$ cat config.mk
export PLATFORM = sky130hd
export DESIGN_NAME = spram_result
export DESIGN_NICKNAME = d
export VERILOG_FILES = /design/src/common/spram_pkg.sv /design/src/hw/spram_result.sv
export SDC_FILE = /design/constraint.sdc
export NUM_CORES = 1
export LEC_CHECK = 0
export BUFFER_PORTS_ARGS = -buffer_cell sky130_fd_sc_hd__buf_4
export CAP_MARGIN = 40
export CORE_ASPECT_RATIO = 0.7
export CORE_MARGIN = 2
export CORE_UTILIZATION = 38
export DETAILED_ROUTE_END_ITERATION = 10
export GPL_TIMING_DRIVEN = 0
export PLACE_DENSITY = 0.79
export REMOVE_ABC_BUFFERS = 1
export SYNTH_ARGS = -nofsm -noshare
export SYNTH_HDL_FRONTEND = slang
export SYNTH_SLANG_ARGS = --single-unit
$ cat constraint.sdc
create_clock -name clk -period 1.5 [get_ports clk]
set_input_delay 0.3 -clock clk [delete_from_list [all_inputs] [get_ports clk]]
set_output_delay 0.3 -clock clk [all_outputs]
set_load 0.1 [all_outputs]
$ cat src/common/spram_pkg.sv
// Shared widths, vector types and bus structs for the tiled SRAM subsystem.
// Every design and testbench file refers to these by scoped name.
// Data and address widths are fixed here; geometry and credit depths are
// module parameters set at the top level.

package spram_pkg;

  localparam int DATA_W = 32;  // memory word width
  localparam int ADDR_W = 10;  // word address width
  localparam int TAG_W  = 4;   // read tag width

  typedef logic [DATA_W-1:0] data_t;  // one memory word
  typedef logic [DATA_W-1:0] mask_t;  // per bit write mask, 1 = write
  typedef logic [ADDR_W-1:0] addr_t;  // word address
  typedef logic [TAG_W-1:0]  tag_t;   // echoed on the read response

  // request from the requester, 79 bits
  typedef struct packed {
    logic  write;  // 1 = write, 0 = read
    addr_t addr;
    mask_t mask;   // ignored on reads
    data_t data;   // ignored on reads
    tag_t  tag;    // ignored on writes
  } mem_req_t;

  // read response, 36 bits
  typedef struct packed {
    tag_t  tag;
    data_t data;
  } mem_rsp_t;

  // issued command from decode into the tiled array
  typedef struct packed {
    logic  en;     // command valid this cycle
    logic  write;
    addr_t addr;   // array uses low bits as row, upper bits as bank
    mask_t mask;
    data_t data;
    tag_t  tag;    // forwarded to the result stage
  } array_cmd_t;

endpackage

$ cat src/hw/spram_result.sv
// Result stage of the SRAM subsystem.
// Holds the response credit count used to gate reads in decode, lines up
// the read tag with the array data and registers the response.
// A read issued on cycle N answers with rsp_valid on cycle N+3.

module spram_result #(
  parameter int RSP_CREDITS = 2
) (
  input  logic                clk,
  input  logic                reset,
  input  logic                issue_rd,      // read popped this cycle
  input  spram_pkg::tag_t     cmd_tag,       // tag of the command in the array
  input  spram_pkg::data_t    rd_data,
  input  logic                rsp_credit,    // consumer returns one slot
  output logic                rsp_credit_ok,
  output logic                rsp_valid,
  output spram_pkg::mem_rsp_t rsp
);

  localparam int CNT_W = $clog2(RSP_CREDITS + 1);

  logic [CNT_W-1:0] credit_cnt;  // response slots held
  logic             rd_cmd_q;    // read command in the array
  logic             rd_data_q;   // read data on rd_data
  spram_pkg::tag_t  tag_q;       // tag aligned with rd_data

  assign rsp_credit_ok = (credit_cnt != '0);

  always_ff @(posedge clk) begin
    if (reset) begin
      credit_cnt <= CNT_W'(RSP_CREDITS);
      rd_cmd_q   <= 1'b0;
      rd_data_q  <= 1'b0;
      rsp_valid  <= 1'b0;
    end else begin
      case ({rsp_credit, issue_rd})
        2'b10: begin
          if (credit_cnt != CNT_W'(RSP_CREDITS)) begin
            credit_cnt <= credit_cnt + 1'b1;  // saturate at the initial grant
          end
        end
        2'b01:   credit_cnt <= credit_cnt - 1'b1;
        default: credit_cnt <= credit_cnt;  // both cancel out
      endcase
      rd_cmd_q  <= issue_rd;
      rd_data_q <= rd_cmd_q;
      rsp_valid <= rd_data_q;
    end
  end

  always_ff @(posedge clk) begin
    if (rd_cmd_q) begin
      tag_q <= cmd_tag;  // tag leaves decode with the command
    end
    if (rd_data_q) begin
      rsp <= '{tag: tag_q, data: rd_data};
    end
  end

endmodule

## After elaboration in Yosys (flattened, before gate mapping)

Index checks and enable logic that the tools add are counted.

- $add $sub $neg: 2
- Bitwise gates (word level): 0
- Multiply operators: 0
- Shift-type cells: 0
- Equal/unequal tests: 4
- Magnitude comparators: 0
- Multiplexer cells: 2
- Reductions and logical operators: 3
- Div/mod/pow operators: 0

Operator list:

| kind | number |
|---|---|
| $ne 2x2->1 const B | 2 |
| $pmux 2 s2 | 1 |
| $reduce_bool 2->1 | 2 |
| $add 2x1->2 const B | 1 |
| $eq 2x1->1 const B | 1 |
| $eq 2x2->1 const B | 1 |
| $mux 2 | 1 |
| $reduce_and 2->1 | 1 |
| $sub 2x1->2 const B | 1 |

- Memory bits (writable): 0
- Logic and storage cells: 18
- Register bits: 45
- Output and inout bits: 38
- Latch bits: 0
- Input port bits: 40
- Memory bits (read-only): 0
- Memories: 0

## Depth between registers and ports, before layout

- Depth after elaboration: 3
- Depth in mapped cells: 3
- Depth with buffers taken out: 3

## Least setup slack after synthesis

Ideal clock, no wire load.

- Path type: reg-to-reg
- Start: register rd_data_q
- End: register rsp[0] (netlist bit), enable pin
- Path buffers: 0
- Setup slack: 0.039 ns
- Required time: 1.104 ns
- Setup time: 0.396 ns
- Stages on the path, launching flop included: 1
- Data arrival time: 1.065 ns
- Clock period less this slack: 1.461 ns
- Path through: dfxtp_1

RTL lines:

| item | line | source |
|---|---|---|
| start: declaration | spram_result.sv:24 | `logic rd_data_q;` |
| start signal: assignment | spram_result.sv:46 | `rd_data_q <= rd_cmd_q;` |
| end signal: assignment | spram_result.sv:56 | `rsp <= '{tag: tag_q, data: rd_data};` |
| end: declaration | spram_result.sv:17 | `output spram_pkg::mem_rsp_t rsp` |

No word-level cell between the ends.

## Final worst setup path

- Start: register credit_cnt[0]
- End: output rsp_credit_ok

- Word-level cells in the longest chain between the ends: 1

Ends and longest elaborated chain:

| item | line | source |
|---|---|---|
| start: declaration | spram_result.sv:22 | `logic [CNT_W-1:0] credit_cnt;` |
| start signal: assignment | spram_result.sv:31 | `credit_cnt <= CNT_W'(RSP_CREDITS);` |
| start signal: assignment | spram_result.sv:39 | `credit_cnt <= credit_cnt + 1'b1;` |
| start signal: assignment | spram_result.sv:42 | `2'b01: credit_cnt <= credit_cnt - 1'b1;` |
| $reduce_bool 2->1 | spram_result.sv:27 | `assign rsp_credit_ok = (credit_cnt != '0);` |
| end: declaration | spram_result.sv:15 | `output logic rsp_credit_ok,` |

Every way passes these cells.

==> qor.csv <==
metric,value,unit
routed wl met3,308,µm
Fin. Hold Viols,0,
Post-synth EDFFs,40,
critical path data arrival time,1120,ps
post-synthesis cell area,0.00140,mm²
layout cells sized above 1,0.603,
Initial DRT Pass Iterations,3,
Initial Utilization,0.396,
"top cells by area, synth","edfxtp_1 86%, dfxtp_1 7.1%, nor2b_1 1.8%, a221oi_2 1.1%, mux2i_1 0.71%",
Routed WL,2590,µm
Inserted Diodes,0,
routed vias/inst,4.29,
Iter 0 DRT Violations,35,
Post-CTS Setup Inserts,0,
fmax,704,MHz
Post-Syn Instances,60,
Root Buffer,clkbuf_8,
maximum VDD drop,0.571,mV
Core Region,0.00354,mm²
"Warnings, synthesis",0,
Syn Area/Cell,23.4,µm²
Slew HR,0.544,
cell row count,18,
dpl cells,188,
Worst Clk Skew,3.87,ps
Worst Path Max Fanout,5,
CP top delay family,flip-flops,
Final min period,1420,ps
htree depth,2,
post-detail-place hpwl,1980,µm
Slowest cell on crit path,dfxtp_1,
CTS buffer count,5,
Non-Filler Instances,196,
Final Util,0.606,
largest net degree at the start of global routing,24,
LEAKAGE,0.867,nW
Die Area,0.00420,mm²
crit path cell chain,or2_2 > buf_6,
vias in the first global route,750,
antenna-violating nets left,0,
RSZ-0062 raised after global routing,no,
CTS tree,built,
initial antenna violation count,0,
vias post-DR,840,
gr ovfl total,0,
Post-synth top cells,"40 x edfxtp_1, 5 x dfxtp_1, 4 x nor2b_1",
ys async rst share,0,
post-synthesis cell type count,14,
Power Density,1160,mW/mm²
Tcrit/Tclk final,0.946,
amount of wire on met2 after detailed routing,1250,µm
Final GP Congestion,0.642,
clk_lat worst skew,280,ps
Die H,54.8,µm
worst hold path type,input port to flip-flop,
"Seq/Total Area, Yosys",0.929,
register bit total from synthesis,45,
Critical Path RT,1200,ps
GRT Total Usage,0.122,
Buf/Inv on CP,1,
area fraction of the dominant cell type after synthesis,0.857,
critical path class,flip-flop to output port,
most common cell in the netlist,edfxtp_1,
clk slew on worst S/H paths,80,ps
wire length of the first global-routing pass,3650,µm
PortBufs,77,
"commonest non-fill, non-tap cell in the layout",buf_4,
top_reg_cell synth,edfxtp_1,
clk buf depth,2,
Startpoint Class,flip-flop,
Final setup violation count,0,
max-slew violations,0,
DRC,0,
Die Wd,76.6,µm
max-cap violations,0,
nets@finish,185,
"leading cell types in the layout, fill and taps excluded","76 x buf_4, 40 x edfxtp_1, 5 x clkbuf_8, 5 x dfxtp_1, 4 x nor2b_1",
Synth-to-Final Area Change,52.9,%
Synth area leader,edfxtp_1,
clock tree sinks,45,
CP endpoint kind,output port,
run status,completed,
crit-path max cell delay,360,ps
max layer used,met4,
met1 wire length,1020,µm
drt wl/cell,13.2,µm
I/O pins,78,
worst-margin pin slew,683,ps
## metal layers
| metal | track usage | vias up |
|---|---|---|
| li1 | - | 397 |
| met1 | 0.140 | 385 |
| met2 | 0.202 | 55 |
| met3 | 0.0677 | 3 |
| met4 | 0.0364 | 0 |
| met5 | 0 | - |
## timing repair
action,4_1_cts,5_1_grt
gates resized for setup,0,1
hold buffers,0,0
setup endpoints to repair,0,1
## power breakdown
part           internal (mW)  switching (mW)  total [mW]
Sequential              1.41          0.0229        1.43
Combinational          0.118           0.261       0.379
Clock                  0.322           0.352       0.674
Total                   1.85           0.636        2.49
## flip-flops by register name (all words and copies together) (netlist names)
| register | flops |
|---|---|
| rsp | 36 |
| rd_cmd_q | 1 |
| rsp_valid | 1 |
| tag_q | 4 |
| credit_cnt | 2 |
| rd_data_q | 1 |
## through the flow
step / worst slack (ps) / TNS (ps) / area (µm²) / total power [mW] / hold slack [ps]
floorplan: 39.0 / 0 / 1400 / 1.70 / 366
finish: 80.4 / 0 / 2140 / 2.49 / 190
global placement: -199 / -7200 / 2040 / 1.83 / 401
global route: 34.3 / 0 / 2140 / 2.58 / 171
detailed placement: 127 / 0 / 2060 / 1.84 / 408
CTS: 26.8 / 0 / 2140 / 2.52 / 180
## cell families (layout without fill, tap and decap cells)
kind of cell              after synthesis  after routing  synth area share
and+or+nand+nor                         9              9            0.0366
xor gates and xnor gates                1              1           0.00625
buffers and inverters                   1             87           0.00268
AOI/OAI and AO/OA                       3              3            0.0187
DFF                                    45             45             0.929
muxes                                   1              1           0.00714
## worst paths after layout
| check | start | endpoint | slack (ps) | cells past startpoint |
|---|---|---|---|---|
| worst min-delay path | rd_data[23] | rsp[23]$_DFFE_PP_ | 190 | 1 |
| worst max register to register | rd_data_q$_SDFF_PP0_ | rsp[9]$_DFFE_PP_ | 150 | 1 |
| worst min register to register | tag_q[2]$_DFFE_PP_ | rsp[34]$_DFFE_PP_ | 420 | 0 |
| worst max-delay path | credit_cnt[0]$_SDFFE_PP0P_ | rsp_credit_ok | 80 | 2 |
## final cells by class
cell class / instances / area, µm²
clock inverters: 2 / 10.0
inverters: 1 / 3.75
fillers: 285 / 1390
flip-flops and latches: 45 / 1300
repair buffers: 78 / 597
multi-input cells: 14 / 96.3
well taps: 50 / 62.6
clock buffers: 6 / 72.6
No activity file was read; power rests on OpenSTA's default activity.
