$ cat src/common/spram_pkg.sv
// Shared widths, vector types and bus structs for the tiled SRAM subsystem.
// Every design and testbench file refers to these by scoped name.
// Data and address widths are fixed here; geometry and credit depths are
// module parameters set at the top level.

package spram_pkg;

  localparam int DATA_W = 32;  // memory word width
  localparam int ADDR_W = 10;  // word address width
  localparam int TAG_W  = 4;   // read tag width

  typedef logic [DATA_W-1:0] data_t;  // one memory word
  typedef logic [DATA_W-1:0] mask_t;  // per bit write mask, 1 = write
  typedef logic [ADDR_W-1:0] addr_t;  // word address
  typedef logic [TAG_W-1:0]  tag_t;   // echoed on the read response

  // request from the requester, 79 bits
  typedef struct packed {
    logic  write;  // 1 = write, 0 = read
    addr_t addr;
    mask_t mask;   // ignored on reads
    data_t data;   // ignored on reads
    tag_t  tag;    // ignored on writes
  } mem_req_t;

  // read response, 36 bits
  typedef struct packed {
    tag_t  tag;
    data_t data;
  } mem_rsp_t;

  // issued command from decode into the tiled array
  typedef struct packed {
    logic  en;     // command valid this cycle
    logic  write;
    addr_t addr;   // array uses low bits as row, upper bits as bank
    mask_t mask;
    data_t data;
    tag_t  tag;    // forwarded to the result stage
  } array_cmd_t;

endpackage

$ cat src/hw/spram_decode.sv
// Request queue and issue stage for the SRAM subsystem.
// Commands are queued in order; the head issues as one registered array
// command per cycle. Reads wait for a response credit, writes do not.
// Each pop returns one request credit to the requester a cycle later.

module spram_decode #(
  parameter int REQ_DEPTH = 4
) (
  input  logic                  clk,
  input  logic                  reset,
  input  logic                  req_valid,
  input  spram_pkg::mem_req_t   req,
  output logic                  req_credit,
  input  logic                  rsp_credit_ok,
  output spram_pkg::array_cmd_t cmd,
  output logic                  issue_rd
);

  localparam int PTR_W = (REQ_DEPTH > 1) ? $clog2(REQ_DEPTH) : 1;
  localparam int CNT_W = $clog2(REQ_DEPTH + 1);

  spram_pkg::mem_req_t queue [REQ_DEPTH];  // command storage
  spram_pkg::mem_req_t head;               // oldest entry
  spram_pkg::mem_req_t cmd_req;            // payload of the issued command

  logic [PTR_W-1:0] wr_ptr;
  logic [PTR_W-1:0] rd_ptr;
  logic [CNT_W-1:0] count;    // entries held
  logic             issue;    // pop head this cycle
  logic             cmd_en;   // issued command valid

  // wraps at any depth
  function automatic logic [PTR_W-1:0] next_ptr(input logic [PTR_W-1:0] p);
    if (p == PTR_W'(REQ_DEPTH - 1)) begin
      return '0;
    end
    return p + 1'b1;
  endfunction

  assign head  = queue[rd_ptr];
  assign issue = (count != '0) && (head.write || rsp_credit_ok);  // writes skip credit check

  // debit lands in the result stage on the same edge as the pop
  assign issue_rd = issue && !head.write;

  always_ff @(posedge clk) begin
    if (req_valid) begin
      queue[wr_ptr] <= req;  // requester only sends with a credit in hand
    end
  end

  always_ff @(posedge clk) begin
    if (reset) begin
      wr_ptr     <= '0;
      rd_ptr     <= '0;
      count      <= '0;
      req_credit <= 1'b0;
      cmd_en     <= 1'b0;
    end else begin
      if (req_valid) begin
        wr_ptr <= next_ptr(wr_ptr);
      end
      if (issue) begin
        rd_ptr <= next_ptr(rd_ptr);
      end
      case ({req_valid, issue})
        2'b10:   count <= count + 1'b1;
        2'b01:   count <= count - 1'b1;
        default: count <= count;  // none or both
      endcase
      req_credit <= issue;  // hand the freed slot back
      cmd_en     <= issue;
    end
  end

  always_ff @(posedge clk) begin
    if (issue) begin
      cmd_req <= head;  // payload held between commands
    end
  end

  assign cmd = '{
    en:    cmd_en,
    write: cmd_req.write,
    addr:  cmd_req.addr,
    mask:  cmd_req.mask,
    data:  cmd_req.data,
    tag:   cmd_req.tag
  };

endmodule

$ cat config.mk
export PLATFORM = sky130hd
export DESIGN_NAME = spram_decode
export DESIGN_NICKNAME = d
export VERILOG_FILES = /design/src/common/spram_pkg.sv /design/src/hw/spram_decode.sv
export SDC_FILE = /design/constraint.sdc
export NUM_CORES = 1
export LEC_CHECK = 0
export ABC_AREA = 0
export BUFFER_PORTS_ARGS = -buffer_cell sky130_fd_sc_hd__buf_2
export CAP_MARGIN = 20
export CORE_MARGIN = 2
export CORE_UTILIZATION = 30
export CTS_BUF_LIST = sky130_fd_sc_hd__clkbuf_8
export CTS_CLUSTER_DIAMETER = 40
export DETAILED_ROUTE_END_ITERATION = 12
export HOLD_SLACK_MARGIN = 0.1
export MAX_ROUTING_LAYER = met4
export PLACE_DENSITY_LB_ADDON = 0.25
export SETUP_SLACK_MARGIN = 0.3
export SYNTH_ARGS = -nofsm -noshare
export SYNTH_HDL_FRONTEND = slang
export SYNTH_SLANG_ARGS = --single-unit
$ cat constraint.sdc
create_clock -name clk -period 6.8 [get_ports clk]
set_input_delay 2.04 -clock clk [delete_from_list [all_inputs] [get_ports clk]]
set_output_delay 2.04 -clock clk [all_outputs]
set_load 0.03 [all_outputs]
# Word-level counts from Yosys, hierarchy flattened
# Memories as Yosys holds them, arrays and structs flattened. A register that Yosys moved wholly into a read port is not among the register bits.
# Cells that the tools add are included.
# classes
addsub	4
n_eq_ne	4
muxes	15
reduce_logical	6
# op_table
cell	n
two-way mux 2 bit	6
two-way mux 1 bit	8
equality test 2 bit, second input constant	3
case mux 3 bit (2 select lines)	1
adder 2 x 1 -> 2 bit, second input constant	2
adder 3 x 1 -> 3 bit, second input constant	1
nonzero test 3 bit	1
subtractor 3 x 1 -> 3 bit, second input constant	1
equality test 2 x 1 -> 1 bit, second input constant	1
logical AND 1 bit	2
nonzero test 2 bit	1
logical NOT 1 bit	1
logical OR 1 bit	1
# totals
reg_bits	87
ramBits	316
input_bits	83
mem_count	1
# mem_list
memory	depth	width	read_ports	rd_ports_with_merged_regs	write_ports	line	source
queue	4	79	1	1	1	spram_decode.sv:22	spram_pkg::mem_req_t queue [REQ_DEPTH];

# Depth between registers and ports, before layout
# depth
depth_word	7
ltp_mapped	10
ltp_nobuf	9

# Least setup slack after synthesis
# OpenSTA, ideal clock, no wires.
# synth_path
path_type	input-to-output
startpoint	in rsp_credit_ok
endpoint	out issue_rd
arrival_time_ps	2476
slack_ps	2284
path_stages	2
path_cell_list	nand2_1 -> nor2_1
# synth_between
elab_chain_cells	3
# synth_rtl
item	line	source
start: declaration	spram_decode.sv:14	input logic rsp_credit_ok,
logical OR 1 bit	spram_decode.sv:41	assign issue = (count != '0) && (head.write || rsp_credit_ok);
logical AND 1 bit	spram_decode.sv:41	
logical AND 1 bit	spram_decode.sv:44	assign issue_rd = issue && !head.write;
end: declaration	spram_decode.sv:16	output logic issue_rd
# Every way passes these cells.

# Worst setup path after layout
# Same ends and word-level chain as after synthesis.

==> impl_metrics.tcl <==
set metrics [dict create \
    grt_pass1_wl_um 43450 \
    synthTopCellsByCount "edfxtp_1, mux4_2, buf_2" \
    synth_top_family_by_area "multiplexers" \
    whs_endpoint "count[2]" \
    synthTopCellsByArea "edfxtp_1, mux4_2, dfxtp_1" \
    nets 872 \
    cts-root-buf "clkbuf_8" \
    hold_path.class "reg2reg" \
    yosys.area.top_type_share_pct 83.11 \
    yosysMostFrequentCell "edfxtp_1" \
    start_kind "input port" \
    grt_max_degree 54 \
    cap_violations 0 \
    cp_max_fo 3 \
    synth_compound_area_share_pct 0.3244 \
    finalMaxSlewViolations 0 \
    synth-edff-count 395 \
    synthAdderAreaFrac_pct 0.6663 \
    ys.flop_type "edfxtp_1" \
    h-tree-depth 3 \
    yosys_warnings 0 \
    antenna_found_initial 5 \
    track_usage_pct 12.37 \
    cts_buffers 78 \
    r2r_end "count[2]" \
    die_h_um 222.1 \
    worstSetupPathType "in2out" \
    min_path_cells 2 \
    synth_area_um2 14270 \
    status "complete, no violations" \
    post_cts_buffers 0 \
    yosys.area_share.simple_pct 0.7715 \
    coreArea_um2 46750 \
    rows 79 \
    synthCells 550 \
    synth.area.mux_share_pct 12.73 \
    whs_ns 0.4896 \
    pre_cts_ws_ns 2.287 \
    fin_ws_ns 2.292 \
    wl_per_cell_um 19.87 \
    remaining_drc_errors 0 \
    start_util_pct 30.52 \
    reg2regPathDepth 9 \
    leakage_uw 0.005811 \
    cts_tree "done" \
    drive_above_1_share_pct 43.86 \
    hold_viol_final 0 \
    worst_pin_slew_ns 0.9111 \
    min_period_over_period_pct 66.29 \
    async_reset_ff_share_pct 0 \
    synth_xor_area_share_pct 0.1227 \
    area_growth_pct 21.89 \
    cts_hold_buf 0 \
    ir_drop_mv 0.1954 \
    routed_wl_um 28840 \
    ys_seq_area_share_pct 84.52 \
    synth.largest_area_cell "edfxtp_1" \
    dr.first_iter.drc_count 385 \
    cp-end-kind "primary output" \
    viasPerCell 4.369 \
    synth_seq_cells 405 \
    worst_skew_pair.late_latency_ns 0.63 \
    worstPathArrival_ns 2.47 \
    ios 165 \
    slew_headroom_pct 39.26 \
    synth.distinct_cells 25 \
    gp_congestion 0.6556 \
    die_area_um2 49330 \
    fin_setup_tns_ns 0 \
    cts_sinks 405 \
    worst-r2r-setup-slack_ns 3.69 \
    vias 6339 \
    max_clock_freq_mhz 221.8 \
    rsz0062_at_grt "no" \
    synth_area_per_cell_um2 25.95 \
    grt_overflow 0 \
    grt_pass1_vias 7027 \
    min_from "count[2]" \
    skew_ns 0.02034 \
    critPathRequiredTime_ns 4.76 \
    cts.path.max_buffers 3 \
    power_density_nw_per_um2 426.6 \
    setup_violations 0 \
    syn_nets 640 \
    fin_crit_ns 4.508 \
    postCtsResizedCells 0 \
    dp_hpwl_um 15890 \
    first_pass_iters 4 \
    fp.dieW_um 222.1 \
    portBuffers 164 \
    path_clk_slew_ns 0.05 \
    detail-route-antenna-nets 0 \
]
==> area by class of cell <==
type	count	area, µm²
diodes	5	12.51
clock buffers	82	1129
clock inverters	55	426.7
fillers	4316	29360
inverters	6	22.52
multi-input cells	119	2096
flip-flops and latches	405	12070
well taps	607	759.5
repair buffers	172	880.8
==> state kept, by name (all words and copies together), names as in the netlist, named ones only <==
signal and count:
rd_ptr 2, cmd 79, cmd_en 1, queue 316, wr_ptr 2, count 3
==> per-stage QoR <==
step	utilization [%]	cell area, µm²	cells	total power (µW)
after floorplan	-	14270	550	4593
after global placement	33.85	15830	1309	5161
after detailed placement	33.85	15830	1309	5162
after CTS	37.18	17380	1446	7584
after global routing	37.21	17400	1451	7792
final	37.21	17400	1451	7420
==> worst max-delay path, stage by stage <==
cell     delay [ns]
buf_2          0.11
nand2_1        0.05
nor2_1         0.07
buf_2          0.20
==> routing by layer <==
layer | global-route usage, % | routed length (µm)
met1 | 15.14 | 12540
met2 | 18.69 | 13880
met3 | 4.174 | 1768
met4 | 5.384 | 656
met5 | - | 0
==> where the power goes <==
group          internal (µW)  total, µW  leakage [µW]  switching (µW)
combinational            574       1650       0.00127            1070
clock                   1350       2370      0.000807            1020
sequential              3230       3400       0.00373             168
==> layout by cell type, fill, tap and decap left out <==
cell type | Yosys | routed
mux4_2 | 78 | 78
and2_4 | 0 | 4
nor2_1 | 7 | 7
clkinv_4 | 0 | 2
nand2b_1 | 2 | 2
mux2_4 | 2 | 2
a21oi_1 | 4 | 4
diode_2 | 0 | 5
bufinv_16 | 0 | 6
clkbuf_8 | 0 | 82
buf_2 | 12 | 164
nor2b_1 | 2 | 2
dfxtp_1 | 10 | 8
edfxtp_1 | 395 | 395
clkinvlp_4 | 0 | 9
nor3_1 | 2 | 2
nand3b_1 | 1 | 1
inv_2 | 1 | 1
fa_1 | 1 | 1
clkinv_1 | 0 | 18
o21ai_0 | 1 | 1
inv_6 | 0 | 2
xor2_1 | 2 | 2
dfxtp_4 | 0 | 2
or3_1 | 2 | 2
o311a_4 | 1 | 1
clkinv_2 | 0 | 7
nand2_1 | 1 | 1
ha_1 | 6 | 6
mux2i_1 | 3 | 3
buf_4 | 1 | 8
inv_1 | 5 | 16
==> cells by family after synthesis <==
kind of cell	after synthesis
adder cells (fa/ha/maj)	7
XOR/XNOR	2
AO/OA/AOI/OAI	6
AND/OR/NAND/NOR	21
buffers and inverters	26
flip-flops	405
multiplexers	83
==> how the worst max path moves through the flow <==
stage	startpoint	end	slack (ns)	cells past startpoint
finish	rsp_credit_ok	issue_rd	2.29	4
global route	rsp_credit_ok	issue_rd	2.27	4
CTS	rsp_credit_ok	issue_rd	2.29	4
detailed placement	rsp_credit_ok	issue_rd	2.29	4
global placement	rsp_credit_ok	issue_rd	2.27	4
floorplan	rsp_credit_ok	issue_rd	2.28	2
Power figures use the tool's default switching activity.
